### src/hw/pipeline_pkg.sv
//////////////////////////////////////////////////////////////////////
// Pipeline back-end package
// Word and index widths, register count, and the write-back select
// and memory-operation enums shared by the MA and WB stages
//////////////////////////////////////////////////////////////////////

package pipeline_pkg;

  //////////////////////////////////////////////////////////////////////
  // Datapath sizes
  //////////////////////////////////////////////////////////////////////

  localparam int XLEN       = 32;  // Data and address word
  localparam int REG_ADDR_W = 5;   // Register index
  localparam int NUM_REGS   = 32;  // Architectural registers

  //////////////////////////////////////////////////////////////////////
  // Control encodings
  //////////////////////////////////////////////////////////////////////

  // Write-back source select
  typedef enum logic [1:0] {
    WB_SEL_MEM  = 2'b00,  // Load data from RAM
    WB_SEL_ALU  = 2'b01,  // ALU result
    WB_SEL_PC   = 2'b10,  // Link value
    WB_SEL_ZERO = 2'b11   // Constant zero
  } wb_sel_e;

  // Memory operation of the instruction in MA
  typedef enum logic [1:0] {
    MEM_NONE  = 2'b00,  // No access, bubble or ALU op
    MEM_LOAD  = 2'b01,  // Word read
    MEM_STORE = 2'b10   // Word write
  } mem_op_e;

endpackage

### src/hw/operand_fwd.sv
//////////////////////////////////////////////////////////////////////
// Operand forwarding
// Resolves each source operand to its newest value, WB result first,
// then the virtual write-back copy, then register file data
//////////////////////////////////////////////////////////////////////

module operand_fwd (
  input  logic                                clk,
  input  logic                                i_rst,
  input  logic [pipeline_pkg::REG_ADDR_W-1:0] i_rs_a,      // Source indices
  input  logic [pipeline_pkg::REG_ADDR_W-1:0] i_rs_b,
  input  logic [pipeline_pkg::XLEN-1:0]       i_rf_a,      // Registered RF reads
  input  logic [pipeline_pkg::XLEN-1:0]       i_rf_b,
  input  logic [pipeline_pkg::REG_ADDR_W-1:0] i_wb_rdst,   // Current WB
  input  logic                                i_wb_we,
  input  logic [pipeline_pkg::XLEN-1:0]       i_wb_data,
  input  logic [pipeline_pkg::REG_ADDR_W-1:0] i_vwb_rdst,  // WB one cycle late
  input  logic                                i_vwb_we,
  input  logic [pipeline_pkg::XLEN-1:0]       i_vwb_data,
  output logic [pipeline_pkg::XLEN-1:0]       o_opnd_a,
  output logic [pipeline_pkg::XLEN-1:0]       o_opnd_b
);

  logic [pipeline_pkg::REG_ADDR_W-1:0] rs_a_q;  // Aligned with RF read data
  logic [pipeline_pkg::REG_ADDR_W-1:0] rs_b_q;

  // Newest writer wins; enables never fire for r0
  function automatic logic [pipeline_pkg::XLEN-1:0] pick(
    input logic [pipeline_pkg::REG_ADDR_W-1:0] rs,
    input logic [pipeline_pkg::XLEN-1:0]       rf_data
  );
    logic [pipeline_pkg::XLEN-1:0] val;
    if (i_wb_we && (i_wb_rdst == rs)) begin
      val = i_wb_data;         // Not yet written
    end else if (i_vwb_we && (i_vwb_rdst == rs)) begin
      val = i_vwb_data;        // Written at the read edge
    end else begin
      val = rf_data;
    end
    return val;
  endfunction

  always_ff @(posedge clk) begin
    if (i_rst) begin
      rs_a_q <= '0;
      rs_b_q <= '0;
    end else begin
      rs_a_q <= i_rs_a;
      rs_b_q <= i_rs_b;
    end
  end

  // Also follows the WB and VWB inputs read inside pick
  always_comb begin
    o_opnd_a = pick(rs_a_q, i_rf_a);
    o_opnd_b = pick(rs_b_q, i_rf_b);
  end

endmodule

### config.mk
export PLATFORM = sky130hd
export DESIGN_NAME = operand_fwd
export DESIGN_NICKNAME = d
export VERILOG_FILES = /design/src/hw/pipeline_pkg.sv /design/src/hw/operand_fwd.sv
export SDC_FILE = /design/constraint.sdc
export NUM_CORES = 1
export LEC_CHECK = 0
export BUFFER_PORTS_ARGS = -buffer_cell sky130_fd_sc_hd__buf_2
export CORE_MARGIN = 4
export CORE_UTILIZATION = 35
export CTS_BUF_LIST = sky130_fd_sc_hd__clkbuf_4 sky130_fd_sc_hd__clkbuf_8
export CTS_CLUSTER_DIAMETER = 150
export DETAILED_ROUTE_END_ITERATION = 8
export PLACE_DENSITY = 0.77
export SKIP_LAST_GASP = 1
export SLEW_MARGIN = 25
export SYNTH_ARGS = -nofsm -noshare
export SYNTH_HDL_FRONTEND = slang
export SYNTH_SLANG_ARGS = --single-unit
### constraint.sdc
create_clock -name clk -period 1.5 [get_ports clk]
set_input_delay 0.225 -clock clk [delete_from_list [all_inputs] [get_ports clk]]
set_output_delay 0.225 -clock clk [all_outputs]
set_load 0.02 [all_outputs]
=== After elaboration in Yosys (flattened, before gate mapping) ===
Index checks and enable logic that the tools add are counted.
Widths: inputs -> output; s select.

* Input port bits: 152
* Register bits: 10
* Word-level logic and storage cells: 14

* Mux-type cells: 4
* Reductions and logical operators: 4
* Equal/unequal tests: 4

{| class="wikitable"
|+ Operator list
! kind !! number
|-
| $mux 32 || 4
|-
| $eq 5x5->1 || 4
|-
| $logic_and 1x1->1 || 4
|}

=== Depth between registers and ports, before layout ===
Gate-level depths: netlist (run 1).

* Depth after elaboration: 4
* Mapped depth: 6

=== Worst setup path before layout (run 1) ===
Ideal clock, no wire load.

* Path type: reg-to-output
* Start point: reg rs_b_q[1] (netlist bit)
* End point: out o_opnd_b[23] (netlist bit)
* Cell stages (with the launch flop): 6
* Data arrival time: 1.641 ns
* Slack: -0.366 ns
* Cells stage by stage: dfxtp_1 > xnor2_1 > nand4_4 > buf_6 > or3_1 > a31oi_1

* Cells in the longest elaborated chain, start to end: 4
* Elaborated cells on any way between the ends: 6
* Those cells by class: eq/ne (2); mux (2); reduce/logical (2)

{| class="wikitable"
|+ RTL lines
! item !! RTL line !! RTL
|-
| start, declared || operand_fwd.sv:25 || <nowiki>logic [pipeline_pkg::REG_ADDR_W-1:0] rs_b_q;</nowiki>
|-
| start signal, assigned || operand_fwd.sv:49 || <nowiki>rs_b_q <= i_rs_b;</nowiki>
|-
| $eq 5x5->1 || operand_fwd.sv:35 || <nowiki>end else if (i_vwb_we && (i_vwb_rdst == rs)) begin</nowiki>
|-
| $logic_and 1x1->1 || operand_fwd.sv:35 ||
|-
| $mux 32 || operand_fwd.sv:35 ||
|-
| $mux 32 * || operand_fwd.sv:33 || <nowiki>if (i_wb_we && (i_wb_rdst == rs)) begin</nowiki>
|-
| end, declared || operand_fwd.sv:21 || <nowiki>output logic [pipeline_pkg::XLEN-1:0] o_opnd_b</nowiki>
|}

Every way passes the cells marked *; elsewhere a longest branch is shown, timed or not.

=== Worst setup path after layout (run 1) ===
* Start point: reg rs_a_q[1] (netlist bit)
* End point: out o_opnd_a[26] (netlist bit)

* Cells in the longest elaborated chain, start to end: 4
* Elaborated cells on any way between the ends: 6
* Those cells by class: eq/ne (2); mux (2); reduce/logical (2)

{| class="wikitable"
|+ RTL lines
! item !! RTL line !! RTL
|-
| start, declared || operand_fwd.sv:24 || <nowiki>logic [pipeline_pkg::REG_ADDR_W-1:0] rs_a_q;</nowiki>
|-
| start signal, assigned || operand_fwd.sv:48 || <nowiki>rs_a_q <= i_rs_a;</nowiki>
|-
| $eq 5x5->1 || operand_fwd.sv:35 ||
|-
| $logic_and 1x1->1 || operand_fwd.sv:35 ||
|-
| $mux 32 || operand_fwd.sv:35 ||
|-
| $mux 32 * || operand_fwd.sv:33 ||
|-
| end, declared || operand_fwd.sv:20 || <nowiki>output logic [pipeline_pkg::XLEN-1:0] o_opnd_a,</nowiki>
|}

Marks and branches as above.

==> results.toml, run 1 <==
[cells_and_area]
fin_util = 0.948
nets = 831
multi_input_area_mm2 = 0.00313
fin_area_mm2 = 0.00602
drive_above_1_share = 0.689
area_growth_pct = 163
fillers = 185
seq_area_um2 = 218

[synthesis]
syn_inst = 386
synth_area_mm2 = 0.00229
yosysSeqAreaShare = 0.0873
async_flop_share = 0
netlist_top_cells_area = "a31oi_1, or3_1, nor3_1, o21ai_0, dfxtp_1"
synth_area_leader_cell = "a31oi_1"
synth_cell_types = 18
ys.flop_type = "dfxtp_1"
synth-edff-count = 0
avgSynthCellArea_um2 = 5.94
synth_common_cells = "a31oi_1, nor3_1, o21ai_0, or3_1, clkbuf_1"
synth_top_area_frac = 0.175
syn_nets = 538
ys_ff_latch = 10
yosys_warnings = 0

[place]
place.gp.congestion = 0.854
io_buffers = 215
post-dp-hpwl_um = 10400
dpl_cell_area_mm2 = 0.00531
pre_cts_slack_ps = -471

[timing]
final.setup.worst_slack_ps = -732
min_period_ps = 2230
fmax_mhz = 448
finalMaxSlewViolations = 0
setup_viol = 64
period_share = 1.49
rsz0062_at_grt = "true"
hold_viol_final = 0
worst_pin_slew_ps = 560
maxSlewHeadroom = 0.623
timing.hold.ws_ps = 188
setup_tns_ps = -40850

[grt]
use_met3 = 0.0700
grt_use_total = 0.359
grt_pass1_vias = 4690
grt_pass1_wl_um = 22400
grt_max_degree = 43
grt-ovfl-total = 0
busiest_layer = "met2"
antenna_found_initial = 3
grt.met2_usage = 0.646
met1_usage = 0.392

[setup_path]
startpoint = "rs_a_q[1]$_SDFF_PP0_"
critPathMaxStageDelay_ps = 380
path_cells = "xnor2_1, nand4_1, buf_6, nor3_1, buf_4, a31oi_4, buf_6"
crit_slowest_cell = "nor3_1"
crit_path_start_kind = "flop"
crit_family = "buffers and inverters"
crit_path_max_fanout = 32
cp.depth = 7
crit_arrival_ps = 2010
critPathRequiredTime_ps = 1270
critPathKind = "reg -> out"
setup.worst_path.end = "o_opnd_a[26]"
critPathBufInv = 3
endpoint_kind = "primary output"
crit_top_cell = "buf_6"

[power]
clockPowerShare = 0.138
p_int_mw = 1.37
power.density_mw_per_mm2 = 415
vdd_drop_max_v = 0.000941
switching_share = 0.452
power_switching_mw = 1.13
seqPwrFrac = 0.121
p_leak_nw = 2.41
comb_power_share = 0.741

[run]
drv_cap = 0

[die]
chipHeight_um = 89.0
coreArea_mm2 = 0.00635
die_area_mm2 = 0.00791
rows = 29
io_pins = 216
start_util = 0.361
dieWidth_um = 89.0

[drt]
first_iter_violations = 636
drc_errors = 0
antenna_left = 0
routed_wl_um = 20700
routedWlPerCell_um = 27.3
drt-pass1-iter-count = 7
via_per_inst = 6.97
vias = 5273

[clock_network]
htreeDepth = 1
cts_tree = "yes"
path_clk_slew_ps = 50
clock_sinks = 10
cts_root_buf = "clkbuf_8"
clockBufferDepth = 2
ctsHoldBuffers = 0
numCtsBuffers = 3

[status]
violations = "setup timing"
run_status = "complete, but fails checks"

[min_path]
hold_path.class = "in -> reg"
==> layout make-up <==
type	count	share of cell area
repair buffers	336	0.419
multi-input cells	328	0.520
flip-flops and latches	10	0.0362
well taps	77	0.0160
diodes	1	0.000416
clock buffers	4	0.00914
==> per-layer routing <==
layer | vias to the layer above | wire [um]
met5 | - | 72
met4 | 6 | 1990
met3 | 228 | 2790
met2 | 617 | 9500
met1 | 2376 | 6320
li1 | 2046 | -
==> stage by stage <==
step | power, mW | cells
floorplan | 1.14 | 386
global placement | 1.75 | 744
detailed placement | 1.78 | 744
CTS | 2.22 | 748
global route | 2.57 | 756
finish | 2.50 | 756
==> state kept, by name, indices dropped and copies added (netlist names) <==
signal,count
rs_a_q,5
rs_b_q,5
==> what timing repair did <==
action                                  4_1_cts  5_1_grt
setup buffers                                 0        1
endpoints found under the setup margin       64       64
pin swaps                                     3       16
resized for setup                            74       74
gates cloned                                  0        6
==> how the worst min path moves through the flow <==
stage               startpoint                   end  slack (ps)  cells past startpoint
floorplan                i_rst  rs_a_q[1]$_SDFF_PP0_         290                      1
global placement     i_rs_b[1]  rs_b_q[1]$_SDFF_PP0_         430                      2
detailed placement   i_rs_b[2]  rs_b_q[2]$_SDFF_PP0_         440                      2
CTS                  i_rs_b[2]  rs_b_q[2]$_SDFF_PP0_         190                      2
global route         i_rs_a[2]  rs_a_q[2]$_SDFF_PP0_         220                      2
finish               i_rs_b[2]  rs_b_q[2]$_SDFF_PP0_         190                      2
==> power by group through the flow <==
stage / logic [mW] / clock network (mW) / registers [mW]
global route: 1.90 / 0.362 / 0.305
global placement: 1.44 / 0 / 0.306
finish: 1.85 / 0.345 / 0.304
floorplan: 0.838 / 0 / 0.302
CTS: 1.58 / 0.342 / 0.302
detailed placement: 1.47 / 0 / 0.307
==> logic make-up (layout without fill, tap and decap cells) <==
family                 after synthesis  after routing  synth area share
AND/OR/NAND/NOR                    180            180             0.428
AO/OA/AOI/OAI                      128            128             0.314
buffers and inverters               48            340            0.0938
XOR/XNOR                            20             20            0.0764
flip-flops                          10             10            0.0873
other                                0              1                 0
==> cells in the final DEF, fill, tap and decap left out <==
cell type and n:
a31oi_1 1, a31oi_2 1, a31oi_4 62, buf_12 12, buf_2 151, buf_4 131
buf_6 37, clkbuf_16 5, clkbuf_8 4, dfxtp_2 8, dfxtp_4 2, diode_2 1
nand2_1 34, nand2b_1 1, nand2b_4 1, nand4_1 2, nand4_4 2, nor2b_1 10
nor3_1 62, nor3_2 2, o21ai_0 57, o21ai_1 7, or2_4 2, or3_1 27
or3_4 37, xnor2_1 10, xnor2_2 6, xnor2_4 2, xor2_2 2
Note: power is estimated with default switching activity, not from simulation.
==> run 2, diff against run 1 <==
CAP_MARGIN = 10   (was not set)
SKIP_CTS_REPAIR_TIMING = 1   (was not set)
==> run 2 against run 1 <==
  * The flow still finishes with violations (setup timing)
  * Via count down 14%
  * Sequential cell count unchanged
  * Die area did not move
  * Cell area fell by 7.8%
  * Clock-buffer cell count stayed put
  * Setup slack improved by 18 ps
  * First-iteration DRC count shrank 58%
  * Non-clock buffer count down 6
  * Hold slack improved by 4.3 ps
  * Maximum frequency is 0.82% higher
  * Utilization shrank 7.4 points
  * Highest routed layer is now met4
==> results.toml, run 2 (same netlist as run 1, synthesis figures left out) <==
[timing]
fmax_mhz = 452
hold_viol_final = 0
min_period_ps = 2210
period_share = 1.48
final.setup.worst_slack_ps = -713
maxSlewHeadroom = 0.673
timing.hold.ws_ps = 192
rsz0062_at_grt = "true"
setup_viol = 64
worst_pin_slew_ps = 487
finalMaxSlewViolations = 0

[grt]
grt_pass1_wl_um = 21200
grt-ovfl-total = 0
grt_pass1_vias = 4587
grt_use_total = 0.339
antenna_found_initial = 0
grt_max_degree = 43

[setup_path]
crit_top_cell = "buf_4"
path_cells = "xnor2_1, nand4_1, buf_4, nor3_1, a31oi_2, buf_4"
crit_path_start_kind = "flop"
critPathKind = "reg -> out"
crit_slowest_cell = "nor3_1"
crit_family = "simple AND/OR/NAND/NOR gates"
critPathBufInv = 2
crit_path_max_fanout = 32
crit_arrival_ps = 1990
endpoint_kind = "primary output"
critPathMaxStageDelay_ps = 470
startpoint = "rs_b_q[3]$_SDFF_PP0_"
critPathRequiredTime_ps = 1270

[die]
dieWidth_um = 89.0
start_util = 0.361
die_area_mm2 = 0.00791
rows = 29
chipHeight_um = 89.0
io_pins = 216
coreArea_mm2 = 0.00635

[cells_and_area]
final_cell_mix = "buf_2, buf_4, nor3_1, a31oi_4, o21ai_0"
reg_top3 = "rs_a_q (5), rs_b_q (5)"
nets = 825
final_common_cell = "buf_2"
seq_area_um2 = 210
fin_util = 0.874
drive_above_1_share = 0.644
multi_input_area_mm2 = 0.00297
fillers = 360
antenna_cells = 0
area_growth_pct = 142

[place]
place.gp.congestion = 0.854
io_buffers = 215
post-dp-hpwl_um = 10400

[power]
vdd_drop_max_v = 0.000981
p_leak_nw = 2.23
power.density_mw_per_mm2 = 404

[min_path]
worstHoldEndpoint = "rs_b_q[3]$_SDFF_PP0_"
hp-start = "i_rs_b[3]"
hold_path.class = "in -> reg"
min_path_cells = 2

[clock_network]
clock_sinks = 10
htreeDepth = 1
clockBufferDepth = 2
path_clk_slew_ps = 50
cts_root_buf = "clkbuf_8"
numCtsBuffers = 3
cts_tree = "yes"

[drt]
via_per_inst = 6.03
routed_wl_um = 15000
first_iter_violations = 268
routedWlPerCell_um = 20.0
vias = 4515
drc_errors = 0
antenna_left = 0
drt-pass1-iter-count = 5

[status]
violations = "setup timing"
run_status = "complete, but fails checks"

[run]
drv_cap = 0
[run 2: through the flow]
step | setup slack [ps] | TNS, ps | cell area, um2 | total power [mW] | cells
2_1_floorplan | -178 | -11060 | 3480 | 1.14 | 386
3_3_place_gp | -399 | -22710 | 5310 | 1.75 | 744
3_5_place_dp | -471 | -24700 | 5310 | 1.78 | 744
4_1_cts | -666 | -37570 | 5360 | 2.13 | 748
5_1_grt | -819 | -40990 | 5550 | 2.35 | 749
6_report | -713 | -36880 | 5550 | 2.25 | 749
[run 2: final cells by class]
class | instances | share of cell area
Multi-Input combinational cell | 328 | 0.536
Sequential cell | 10 | 0.0379
Tap cell | 77 | 0.0174
Clock buffer | 4 | 0.00991
Timing Repair Buffer | 330 | 0.399
[run 2: worst max-delay path by stage]
stage	to	slack [ps]	depth (start not counted)
6_report	o_opnd_b[31]	-710	6
5_1_grt	o_opnd_b[31]	-820	6
4_1_cts	o_opnd_a[13]	-670	7
3_5_place_dp	o_opnd_a[13]	-470	8
3_3_place_gp	o_opnd_a[1]	-400	7
2_1_floorplan	o_opnd_b[0]	-180	6
[run 2: layer usage]
layer	wire, um	part of all wire	vias up	GRT usage
met5	0	0	-	0
met4	906	0.061	0	0.180
met3	1450	0.097	88	0.0424
met2	7510	0.50	351	0.619
met1	5100	0.34	2044	0.380
li1	-	-	2032	-
[run 2: where the power goes]
part | internal (mW) | leakage, nW | switching, mW | total (mW)
sequential | 0.283 | 0.0855 | 0.0181 | 0.302
combinational | 0.755 | 2.11 | 0.848 | 1.60
clock | 0.231 | 0.0288 | 0.109 | 0.340
total | 1.27 | 2.23 | 0.975 | 2.25
