File: src/hw/pipeline_pkg.sv
//////////////////////////////////////////////////////////////////////
// Pipeline back-end package
// Word and index widths, register count, and the write-back select
// and memory-operation enums shared by the MA and WB stages
//////////////////////////////////////////////////////////////////////

package pipeline_pkg;

  //////////////////////////////////////////////////////////////////////
  // Datapath sizes
  //////////////////////////////////////////////////////////////////////

  localparam int XLEN       = 32;  // Data and address word
  localparam int REG_ADDR_W = 5;   // Register index
  localparam int NUM_REGS   = 32;  // Architectural registers

  //////////////////////////////////////////////////////////////////////
  // Control encodings
  //////////////////////////////////////////////////////////////////////

  // Write-back source select
  typedef enum logic [1:0] {
    WB_SEL_MEM  = 2'b00,  // Load data from RAM
    WB_SEL_ALU  = 2'b01,  // ALU result
    WB_SEL_PC   = 2'b10,  // Link value
    WB_SEL_ZERO = 2'b11   // Constant zero
  } wb_sel_e;

  // Memory operation of the instruction in MA
  typedef enum logic [1:0] {
    MEM_NONE  = 2'b00,  // No access, bubble or ALU op
    MEM_LOAD  = 2'b01,  // Word read
    MEM_STORE = 2'b10   // Word write
  } mem_op_e;

endpackage

File: src/hw/stage_wb.sv
//////////////////////////////////////////////////////////////////////
// Write-back stage
// Selects the result among load data, ALU, PC and zero, qualifies the
// write enable and keeps a one-cycle-late copy for forwarding
//////////////////////////////////////////////////////////////////////

module stage_wb (
  input  logic                                clk,
  input  logic                                i_rst,
  input  logic [pipeline_pkg::XLEN-1:0]       i_wb_pc,             // Link value
  input  logic [pipeline_pkg::XLEN-1:0]       i_wb_data_o_ma,      // Load data from MA
  input  logic [pipeline_pkg::XLEN-1:0]       i_wb_alu_rslt,       // ALU result
  input  pipeline_pkg::wb_sel_e               i_wb_sel,            // Result source
  input  logic                                i_wb_reg_write,      // Raw write request
  input  logic [pipeline_pkg::REG_ADDR_W-1:0] i_wb_rdst,
  output logic [pipeline_pkg::REG_ADDR_W-1:0] o_wb_rdst,
  output logic                                o_wb_reg_write_rf,   // Qualified enable
  output logic [pipeline_pkg::XLEN-1:0]       o_wb_mux,            // Register file data
  output pipeline_pkg::wb_sel_e               o_wb_reg_dst_s,      // Select passed on
  output logic [pipeline_pkg::REG_ADDR_W-1:0] o_vwb_rdst,          // Late copies
  output logic                                o_vwb_reg_write_rf,
  output logic [pipeline_pkg::XLEN-1:0]       o_vwb_mux
);

  //////////////////////////////////////////////////////////////////////
  // Result mux
  //////////////////////////////////////////////////////////////////////

  always_comb begin
    case (i_wb_sel)
      pipeline_pkg::WB_SEL_MEM:  o_wb_mux = i_wb_data_o_ma;
      pipeline_pkg::WB_SEL_ALU:  o_wb_mux = i_wb_alu_rslt;
      pipeline_pkg::WB_SEL_PC:   o_wb_mux = i_wb_pc;
      pipeline_pkg::WB_SEL_ZERO: o_wb_mux = '0;
      default:                   o_wb_mux = '0;
    endcase
  end

  // r0 is hardwired, the only place the enable gets qualified
  assign o_wb_reg_write_rf = i_wb_reg_write && (i_wb_rdst != '0);
  assign o_wb_rdst         = i_wb_rdst;
  assign o_wb_reg_dst_s    = i_wb_sel;

  // One clock late copy for the forwarding unit
  virtual_wb u_vwb (
    .clk                (clk),
    .i_rst              (i_rst),
    .i_vwb_rdst         (o_wb_rdst),
    .i_vwb_reg_write_rf (o_wb_reg_write_rf),
    .i_vwb_mux          (o_wb_mux),
    .o_vwb_rdst         (o_vwb_rdst),
    .o_vwb_reg_write_rf (o_vwb_reg_write_rf),
    .o_vwb_mux          (o_vwb_mux)
  );

endmodule

File: src/hw/virtual_wb.sv
//////////////////////////////////////////////////////////////////////
// Virtual write-back
// Holds last cycle's write-back result, destination and enable
//////////////////////////////////////////////////////////////////////

module virtual_wb (
  input  logic                                clk,
  input  logic                                i_rst,
  input  logic [pipeline_pkg::REG_ADDR_W-1:0] i_vwb_rdst,          // WB destination
  input  logic                                i_vwb_reg_write_rf,  // WB qualified enable
  input  logic [pipeline_pkg::XLEN-1:0]       i_vwb_mux,           // WB result
  output logic [pipeline_pkg::REG_ADDR_W-1:0] o_vwb_rdst,
  output logic                                o_vwb_reg_write_rf,
  output logic [pipeline_pkg::XLEN-1:0]       o_vwb_mux
);

  // This value is being written into the register file right now,
  // so a registered read issued at the same edge cannot see it yet
  always_ff @(posedge clk) begin
    if (i_rst) begin
      o_vwb_rdst         <= '0;
      o_vwb_reg_write_rf <= 1'b0;  // No stale forward after reset
      o_vwb_mux          <= '0;
    end else begin
      o_vwb_rdst         <= i_vwb_rdst;
      o_vwb_reg_write_rf <= i_vwb_reg_write_rf;
      o_vwb_mux          <= i_vwb_mux;
    end
  end

endmodule

File: config.mk
export PLATFORM = sky130hd
export DESIGN_NAME = stage_wb
export DESIGN_NICKNAME = d
export VERILOG_FILES = /design/src/hw/pipeline_pkg.sv /design/src/hw/stage_wb.sv /design/src/hw/virtual_wb.sv
export SDC_FILE = /design/constraint.sdc
export NUM_CORES = 1
export LEC_CHECK = 0
export BUFFER_PORTS_ARGS = -buffer_cell sky130_fd_sc_hd__buf_2
export CAP_MARGIN = 20
export CORE_ASPECT_RATIO = 0.7
export CORE_MARGIN = 2
export CORE_UTILIZATION = 37
export DETAILED_ROUTE_END_ITERATION = 10
export PLACE_DENSITY = 0.8
export SYNTH_ARGS = -nofsm -noshare
export SYNTH_HDL_FRONTEND = slang
export SYNTH_SLANG_ARGS = --single-unit
File: constraint.sdc
create_clock -name clk -period 1.3 [get_ports clk]
set_input_delay 0.065 -clock clk [delete_from_list [all_inputs] [get_ports clk]]
set_output_delay 0.065 -clock clk [all_outputs]
set_load 0.05 [all_outputs]
Word level (Yosys, flattened, before mapping). Index checks and enable logic that the tools add are counted.

Flip-flop bits (word level): 38. Bits of input ports: 106. Output and inout port bits: 78.

Equality and inequality tests: 3. Multiplexer cells: 1. Reduce and logical (&&, ||, !) cells: 3.

Operators with widths (number): one-hot mux 32 bit (4 select lines) (1); nonzero test 5 bit (1); == test 2 bit (second input constant) (2); == test 2 x 1 -> 1 bit (second input constant) (1); zero test 2 bit (1); logical AND 1 bit (1).

Depth between registers and ports, before layout. Gate-level depths: netlist of run 1.

Depth in word-level cells: 2. Depth in mapped cells: 4. Mapped depth without buffers: 3.

Cells and area by module. Synthesis of run 1 repeated with hierarchy kept, for this count alone.

Cell total of the unflattened synthesis: 166. Area total of the unflattened synthesis: 1991.9 sq um.

By module, submodules not included: virtual_wb (instances 1, cells each 80, area an instance 1212.4 sq um, seq. area each 760.7 sq um); stage_wb (instances 1, cells each 86, area an instance 779.5 sq um, seq. area each 0.0 sq um).

Worst setup path after synthesis of run 1. OpenSTA, ideal clock, no wires.

Kind: input -> register. From: input i_wb_sel[0]. To: register u_vwb.o_vwb_mux[3] (netlist name). Arrival time: 1.373 ns. Data required time: 1.232 ns. Setup slack: -0.141 ns. Stages on the path: 4. Buffers on the path: 2. Path through: buf_2 -> buf_4 -> o22ai_1 -> nor2b_1.

Word-level cells in the longest chain between the ends: 2.

Ends and longest elaborated chain: start, declared (RTL line stage_wb.sv:13) `input pipeline_pkg::wb_sel_e i_wb_sel,`; == test 2 bit, or another cell as far along (RTL line stage_wb.sv:30) `case (i_wb_sel)`; one-hot mux 32 bit (4 select lines) (*) (RTL line stage_wb.sv:30); named net o_wb_mux, one bit (RTL line stage_wb.sv:18) `output logic [pipeline_pkg::XLEN-1:0] o_wb_mux,`; end signal, assigned (RTL line virtual_wb.sv:27) `o_vwb_mux <= i_vwb_mux;`; end, declared (RTL line virtual_wb.sv:14) `output logic [pipeline_pkg::XLEN-1:0] o_vwb_mux`.

The timed path passes the listed nets; every way through them passes the cells marked *. A chain may end at the register's enable or synchronous reset.

Final worst setup path of run 1.
From: input i_wb_sel[0]. To: output o_wb_mux[11] (netlist name).

Word-level cells in the longest chain between the ends: 2.

Ends and longest elaborated chain (RTL line): == test 2 bit, or another cell as far along (stage_wb.sv:30); one-hot mux 32 bit (4 select lines) (*) (stage_wb.sv:30); end, declared (stage_wb.sv:18).

Mark *: on every way between the ends. The rest lies on a longest branch, timed or not.

==> impl_metrics.ini, run 1 <==
[drt]
drtIter0Drc = 43
drc = 0
first_pass_iters = 4
wl_um = 6220
viasPerCell = 4.91
vias = 2339
ant_nets = 0
post_drt_wl_per_cell_um = 13.1

[layout]
final_nets = 509
utilization_pct = 59.9
drive_above_1_share_pct = 52.7
final_cell_mix = buf_2, a211oi_1, dfxtp_1
areaGrowthSynthToFinish_pct = 55.7
fillers = 489
antenna_cells = 0
layout_commonest_cell = buf_2

[setup_path]
arrival_ns = 1.15
crit_path_frequent_cell = buf_2
cp_top_family = buffers and inverters
path_cells = buf_2 -> buf_12 -> nor2b_1 -> a211oi_1 -> a21oi_2 -> buf_2
slowest_stage = a211oi_1
endpoint_kind = output port
cp_slowest_stage_delay_ns = 0.34
crit_type = in -> out
cp-start-kind = primary input
worst_ep_required_time_ns = 1.24
path_max_fanout = 34
critPathBufInv = 3

[pwr]
p_total_mw = 3.49
pwr-share-clk_pct = 23.5
swShare_pct = 40.3
share_comb_of_total_power_pct = 40.3
power.density_nw_per_um2 = 1110
irDropWorstVdd_uv = 481
p_int_mw = 2.08
netSwitchingPower_mw = 1.40
leakage_nw = 1.50
pwr-share-seq_pct = 36.1

[synth]
syn-num-nets = 343
synth_cells = 237
yosysTopAreaCell = dfxtp_1
ys_types = 15
yosys.area.top_type_share_pct = 37.6
synth_area_per_cell_um2 = 8.54
ys_ff_latch = 38
yosys_warnings = 0
syn_area_um2 = 2020
ys_seq_area_share_pct = 37.6
yosys-top-cells-area = dfxtp_1, a211oi_1, nor2b_1, nand2b_1, a21oi_1

[flow_run]
drv_cap = 0

[sta]
rsz0062_at_grt = false
whs_ns = 0.0202
period_share_pct = 93.4
worst_pin_slew_ns = 0.361
hold_viol = 0
finalSetupViolations = 0
max_freq_mhz = 823
max_slew_margin_pct = 75.8
slew_viol_final = 0
period_minus_slack_ns = 1.21

[clock_tree]
cts-buffers-inserted = 5
cts_root_buffer = clkbuf_8
tritoncts = yes
hold_buffers = 0
cts_max_level = 2
cts_sinks = 38
clkSlewWorstSetupHoldPaths_ns = 0.07
clk_path_buf_depth = 2

[grt]
grt_pass1_vias = 2138
track_usage_pct = 19.5
antenna_found_initial = 0
grt_max_degree = 46
grt_pass1_wl_um = 9600
overflow = 0

[placement]
gp_congestion = 0.768
portBuffers = 183
post-dp-hpwl_um = 4840

[hold_path]
hp-class = in -> reg
worstHoldStart = i_wb_rdst[0]
holdPathEnd = u_vwb.o_vwb_rdst[0]
hold_depth = 2

[floorplanning]
placeableCoreArea_um2 = 5260
die_width_um = 92.4
floorplan.initialDensity_pct = 38.5
row_count = 22
num_io_pins = 184
die-area_um2 = 6080
die_height_um = 65.9

[outcome]
status = complete, no violations
## synthesized netlist by cell type
master,count
a211oi_1,62
dfxtp_1,38
nor2b_1,37
a21oi_1,31
nand2b_1,31
clkbuf_1,12
buf_4,10
buf_2,8
buf_1,2
mux2i_1,1
nand2_1,1
nor2b_4,1
o21a_1,1
o22ai_1,1
or4_1,1
## cell families after synthesis
family          synth area share [%]
mux                            0.495
simple gates                    22.3
buf+inv                         8.29
flops                           37.6
compound gates                  31.4
## flip-flops by register name, indices dropped and copies added, names as in the netlist
register	cells
u_vwb.o_vwb_reg_write_rf	1
u_vwb.o_vwb_rdst	5
u_vwb.o_vwb_mux	32
## layer usage
| layer | track usage, % | vias to the layer above | routed length, µm | part of all wire, % |
|---|---|---|---|---|
| met5 | 0 | - | 0 | 0 |
| met3 | 5.82 | 12 | 569 | 9.2 |
| li1 | - | 1187 | - | - |
| met1 | 22.6 | 1038 | 2460 | 40 |
| met2 | 34.8 | 102 | 3090 | 50 |
| met4 | 6.34 | 0 | 102 | 1.6 |
## metrics by stage
step | instance area (µm²) | cells | setup TNS (ns) | worst slack (ns)
final | 3150 | 476 | 0 | 0.0854
after CTS | 3120 | 476 | 0 | 0.0482
after global placement | 3030 | 468 | 0 | 0.113
after detailed placement | 3030 | 468 | 0 | 0.0559
after global routing | 3150 | 476 | 0 | 0.00653
after floorplan | 2060 | 237 | -2.68 | -0.120
## worst max-delay path by stage
stage	startpoint	endpoint	slack, ns	cells after the start
CTS	i_wb_sel[0]	o_wb_mux[9]	0.05	6
finish	i_wb_sel[0]	o_wb_mux[11]	0.09	6
global placement	i_wb_sel[0]	o_wb_mux[23]	0.11	6
global route	i_wb_sel[0]	o_wb_mux[19]	0.007	6
floorplan	i_wb_sel[1]	o_wb_mux[18]	-0.12	4
detailed placement	i_wb_sel[0]	o_wb_mux[9]	0.06	6
## power by group through the flow
| stage | logic (mW) | clock network (mW) | registers (mW) |
|---|---|---|---|
| finish | 1.41 | 0.822 | 1.26 |
| CTS | 1.40 | 0.842 | 1.26 |
| detailed placement | 1.40 | 0 | 1.29 |
| floorplan | 0.719 | 0 | 1.57 |
| global placement | 1.38 | 0 | 1.28 |
| global route | 1.49 | 0.904 | 1.27 |
## timing repair
item	CTS	global route
endpoints found under the setup margin	0	6
gates resized for setup	0	6
setup buffers	0	0
## cell type report
class / instances / area [µm²] / area share, %
Multi-Input combinational cell: 167 / 1160 / 36.7
Timing Repair Buffer: 191 / 1050 / 33.4
Sequential cell: 38 / 761 / 24.1
Tap cell: 72 / 90.1 / 2.86
Clock buffer: 7 / 86.3 / 2.74
Clock inverter: 1 / 5.00 / 0.159
Power figures use the tool's default switching activity.
==> run 2: changes to the inputs <==
--- a/config.mk
+++ b/config.mk
@@ -12,6 +12,8 @@
 export CORE_UTILIZATION = 37
 export DETAILED_ROUTE_END_ITERATION = 10
 export PLACE_DENSITY = 0.8
+export RECOVER_POWER = 50
+export SETUP_SLACK_MARGIN = 0.3
 export SYNTH_ARGS = -nofsm -noshare
 export SYNTH_HDL_FRONTEND = slang
 export SYNTH_SLANG_ARGS = --single-unit
==> run 2 against run 1 <==
Against the previous run:
- cell count up 15%
- core utilization grew 37 points
- total power rose by 32%
- global-route usage increased by 15 points
- die area did not move
- critical endpoint is now o_vwb_mux[29]
==> impl_metrics.ini, run 2 (synthesis results as in run 1) <==
[setup_path]
cp_top_family = buffers and inverters
endpoint_kind = output port
arrival_ns = 1.19
worst_ep_required_time_ns = 1.24
path_max_fanout = 1
cp-start-kind = flop
path_cells = clkbuf_1
crit_type = reg -> out
critPathBufInv = 1
slowest_stage = clkbuf_1
cp_slowest_stage_delay_ns = 0.54

[sta]
rsz0062_at_grt = true
finalSetupViolations = 0
max_slew_margin_pct = 22.4
period_share_pct = 96.7
period_minus_slack_ns = 1.26
setup_tns_ns = 0
slew_viol_final = 0
hold_viol = 0
max_freq_mhz = 796
worst_pin_slew_ns = 1.16

[layout]
largest-register = u_vwb.o_vwb_mux
fillers = 101
final_cell_mix = buf_2, buf_4, dfxtp_1
reg_top3 = u_vwb.o_vwb_mux (32), u_vwb.o_vwb_rdst (5), u_vwb.o_vwb_reg_write_rf (1)
areaGrowthSynthToFinish_pct = 151
drive_above_1_share_pct = 73.0
layout_commonest_cell = buf_2
largest_register_ffs = 32
final_nets = 577

[grt]
grt_pass1_wl_um = 16100
antenna_found_initial = 3
overflow = 0
track_usage_pct = 34.7
grt_max_degree = 22
grt_pass1_vias = 3122

[floorplanning]
die-area_um2 = 6080
num_io_pins = 184
row_count = 22
die_height_um = 65.9
floorplan.initialDensity_pct = 38.5
placeableCoreArea_um2 = 5260
die_width_um = 92.4

[placement]
gp_congestion = 0.794
post-dp-hpwl_um = 5370
portBuffers = 183

[pwr]
leakage_nw = 2.27
power.density_nw_per_um2 = 905
p_total_mw = 4.59
irDropWorstVdd_uv = 682

[hold_path]
hold_depth = 2
holdPathEnd = u_vwb.o_vwb_rdst[2]
hp-class = in -> reg
worstHoldStart = i_wb_rdst[2]

[drt]
first_pass_iters = 5
drtIter0Drc = 446
vias = 3626
post_drt_wl_per_cell_um = 31.7
drc = 0
ant_nets = 0
viasPerCell = 6.63
wl_um = 17300

[outcome]
status = complete, no violations

[clock_tree]
cts_root_buffer = clkbuf_8
cts-buffers-inserted = 5
cts_max_level = 2
cts_sinks = 38
tritoncts = yes
clkSlewWorstSetupHoldPaths_ns = 0.09
clk_path_buf_depth = 2

[flow_run]
drv_cap = 0
==> run 2: cell count changes in the layout (fill, tap and decap cells not counted), sizes merged <==
cell	change
clkbuf	+24
diode	+4
buf	+38
bufbuf	+3
clkinv	+1
dlygate4sd3	+1
==> run 2: where the power goes <==
part / internal (mW) / leakage (nW) / switching [mW]
clock network: 0.362 / 0.0438 / 0.483
logic: 0.984 / 1.91 / 1.49
registers: 1.24 / 0.316 / 0.0350
==> run 2: worst max-delay path by stage <==
| stage | end | from | slack (ns) | cells after the start |
|---|---|---|---|---|
| finish | o_vwb_mux[29] | u_vwb.o_vwb_mux[29] | 0.04 | 1 |
| global route | u_vwb.o_vwb_mux[10] | i_rst | -0.1 | 3 |
| CTS | o_wb_reg_write_rf | i_wb_rdst[2] | 0.16 | 4 |
| detailed placement | o_wb_mux[24] | i_wb_sel[0] | -0.003 | 7 |
| global placement | o_wb_mux[18] | i_wb_sel[0] | 0.07 | 7 |
| floorplan | u_vwb.o_vwb_reg_write_rf | i_wb_rdst[0] | 0.19 | 3 |
==> run 2: metrics by stage <==
stage	setup WS [ns]	cell area [µm²]	hold slack [ns]	instances	utilization [%]
floorplan	0.191	2420	0.193	237	-
global placement	0.0711	3600	0.308	498	68.5
detailed placement	-0.00324	3600	0.320	498	68.5
CTS	0.160	4750	-0.0102	527	90.3
global route	-0.0969	5070	0.0321	547	96.5
finish	0.0434	5070	0.0185	547	96.5
==> run 2: metal layers <==
metal / GRT usage [%] / vias to the layer above / wire length [µm]
met5: 0 / - / 0
met4: 17.7 / 0 / 2330
met3: 10.4 / 211 / 2340
met2: 66.6 / 462 / 7500
met1: 34.1 / 1630 / 5160
li1: - / 1323 / -
==> run 2: layout make-up <==
cell class                 count  area (µm²)  share of cell area, %
tap                           72        90.1                   1.78
antenna                        4        10.0                  0.197
clock inverter                 2        10.0                  0.197
sequential                    38         761                   15.0
clock buffer                   5        68.8                   1.36
multi-input combinational    167        1910                   37.7
timing repair buffer         259        2220                   43.7
==> run 2: what timing repair did <==
action | in CTS | in global routing
gates cloned | 15 | 2
gates resized for setup | 153 | 46
pin swaps | 12 | 23
hold endpoints to repair | 2 | 0
endpoints found under the setup margin | 33 | 33
buffers inserted | 6 | 14
hold buffers | 1 | 0
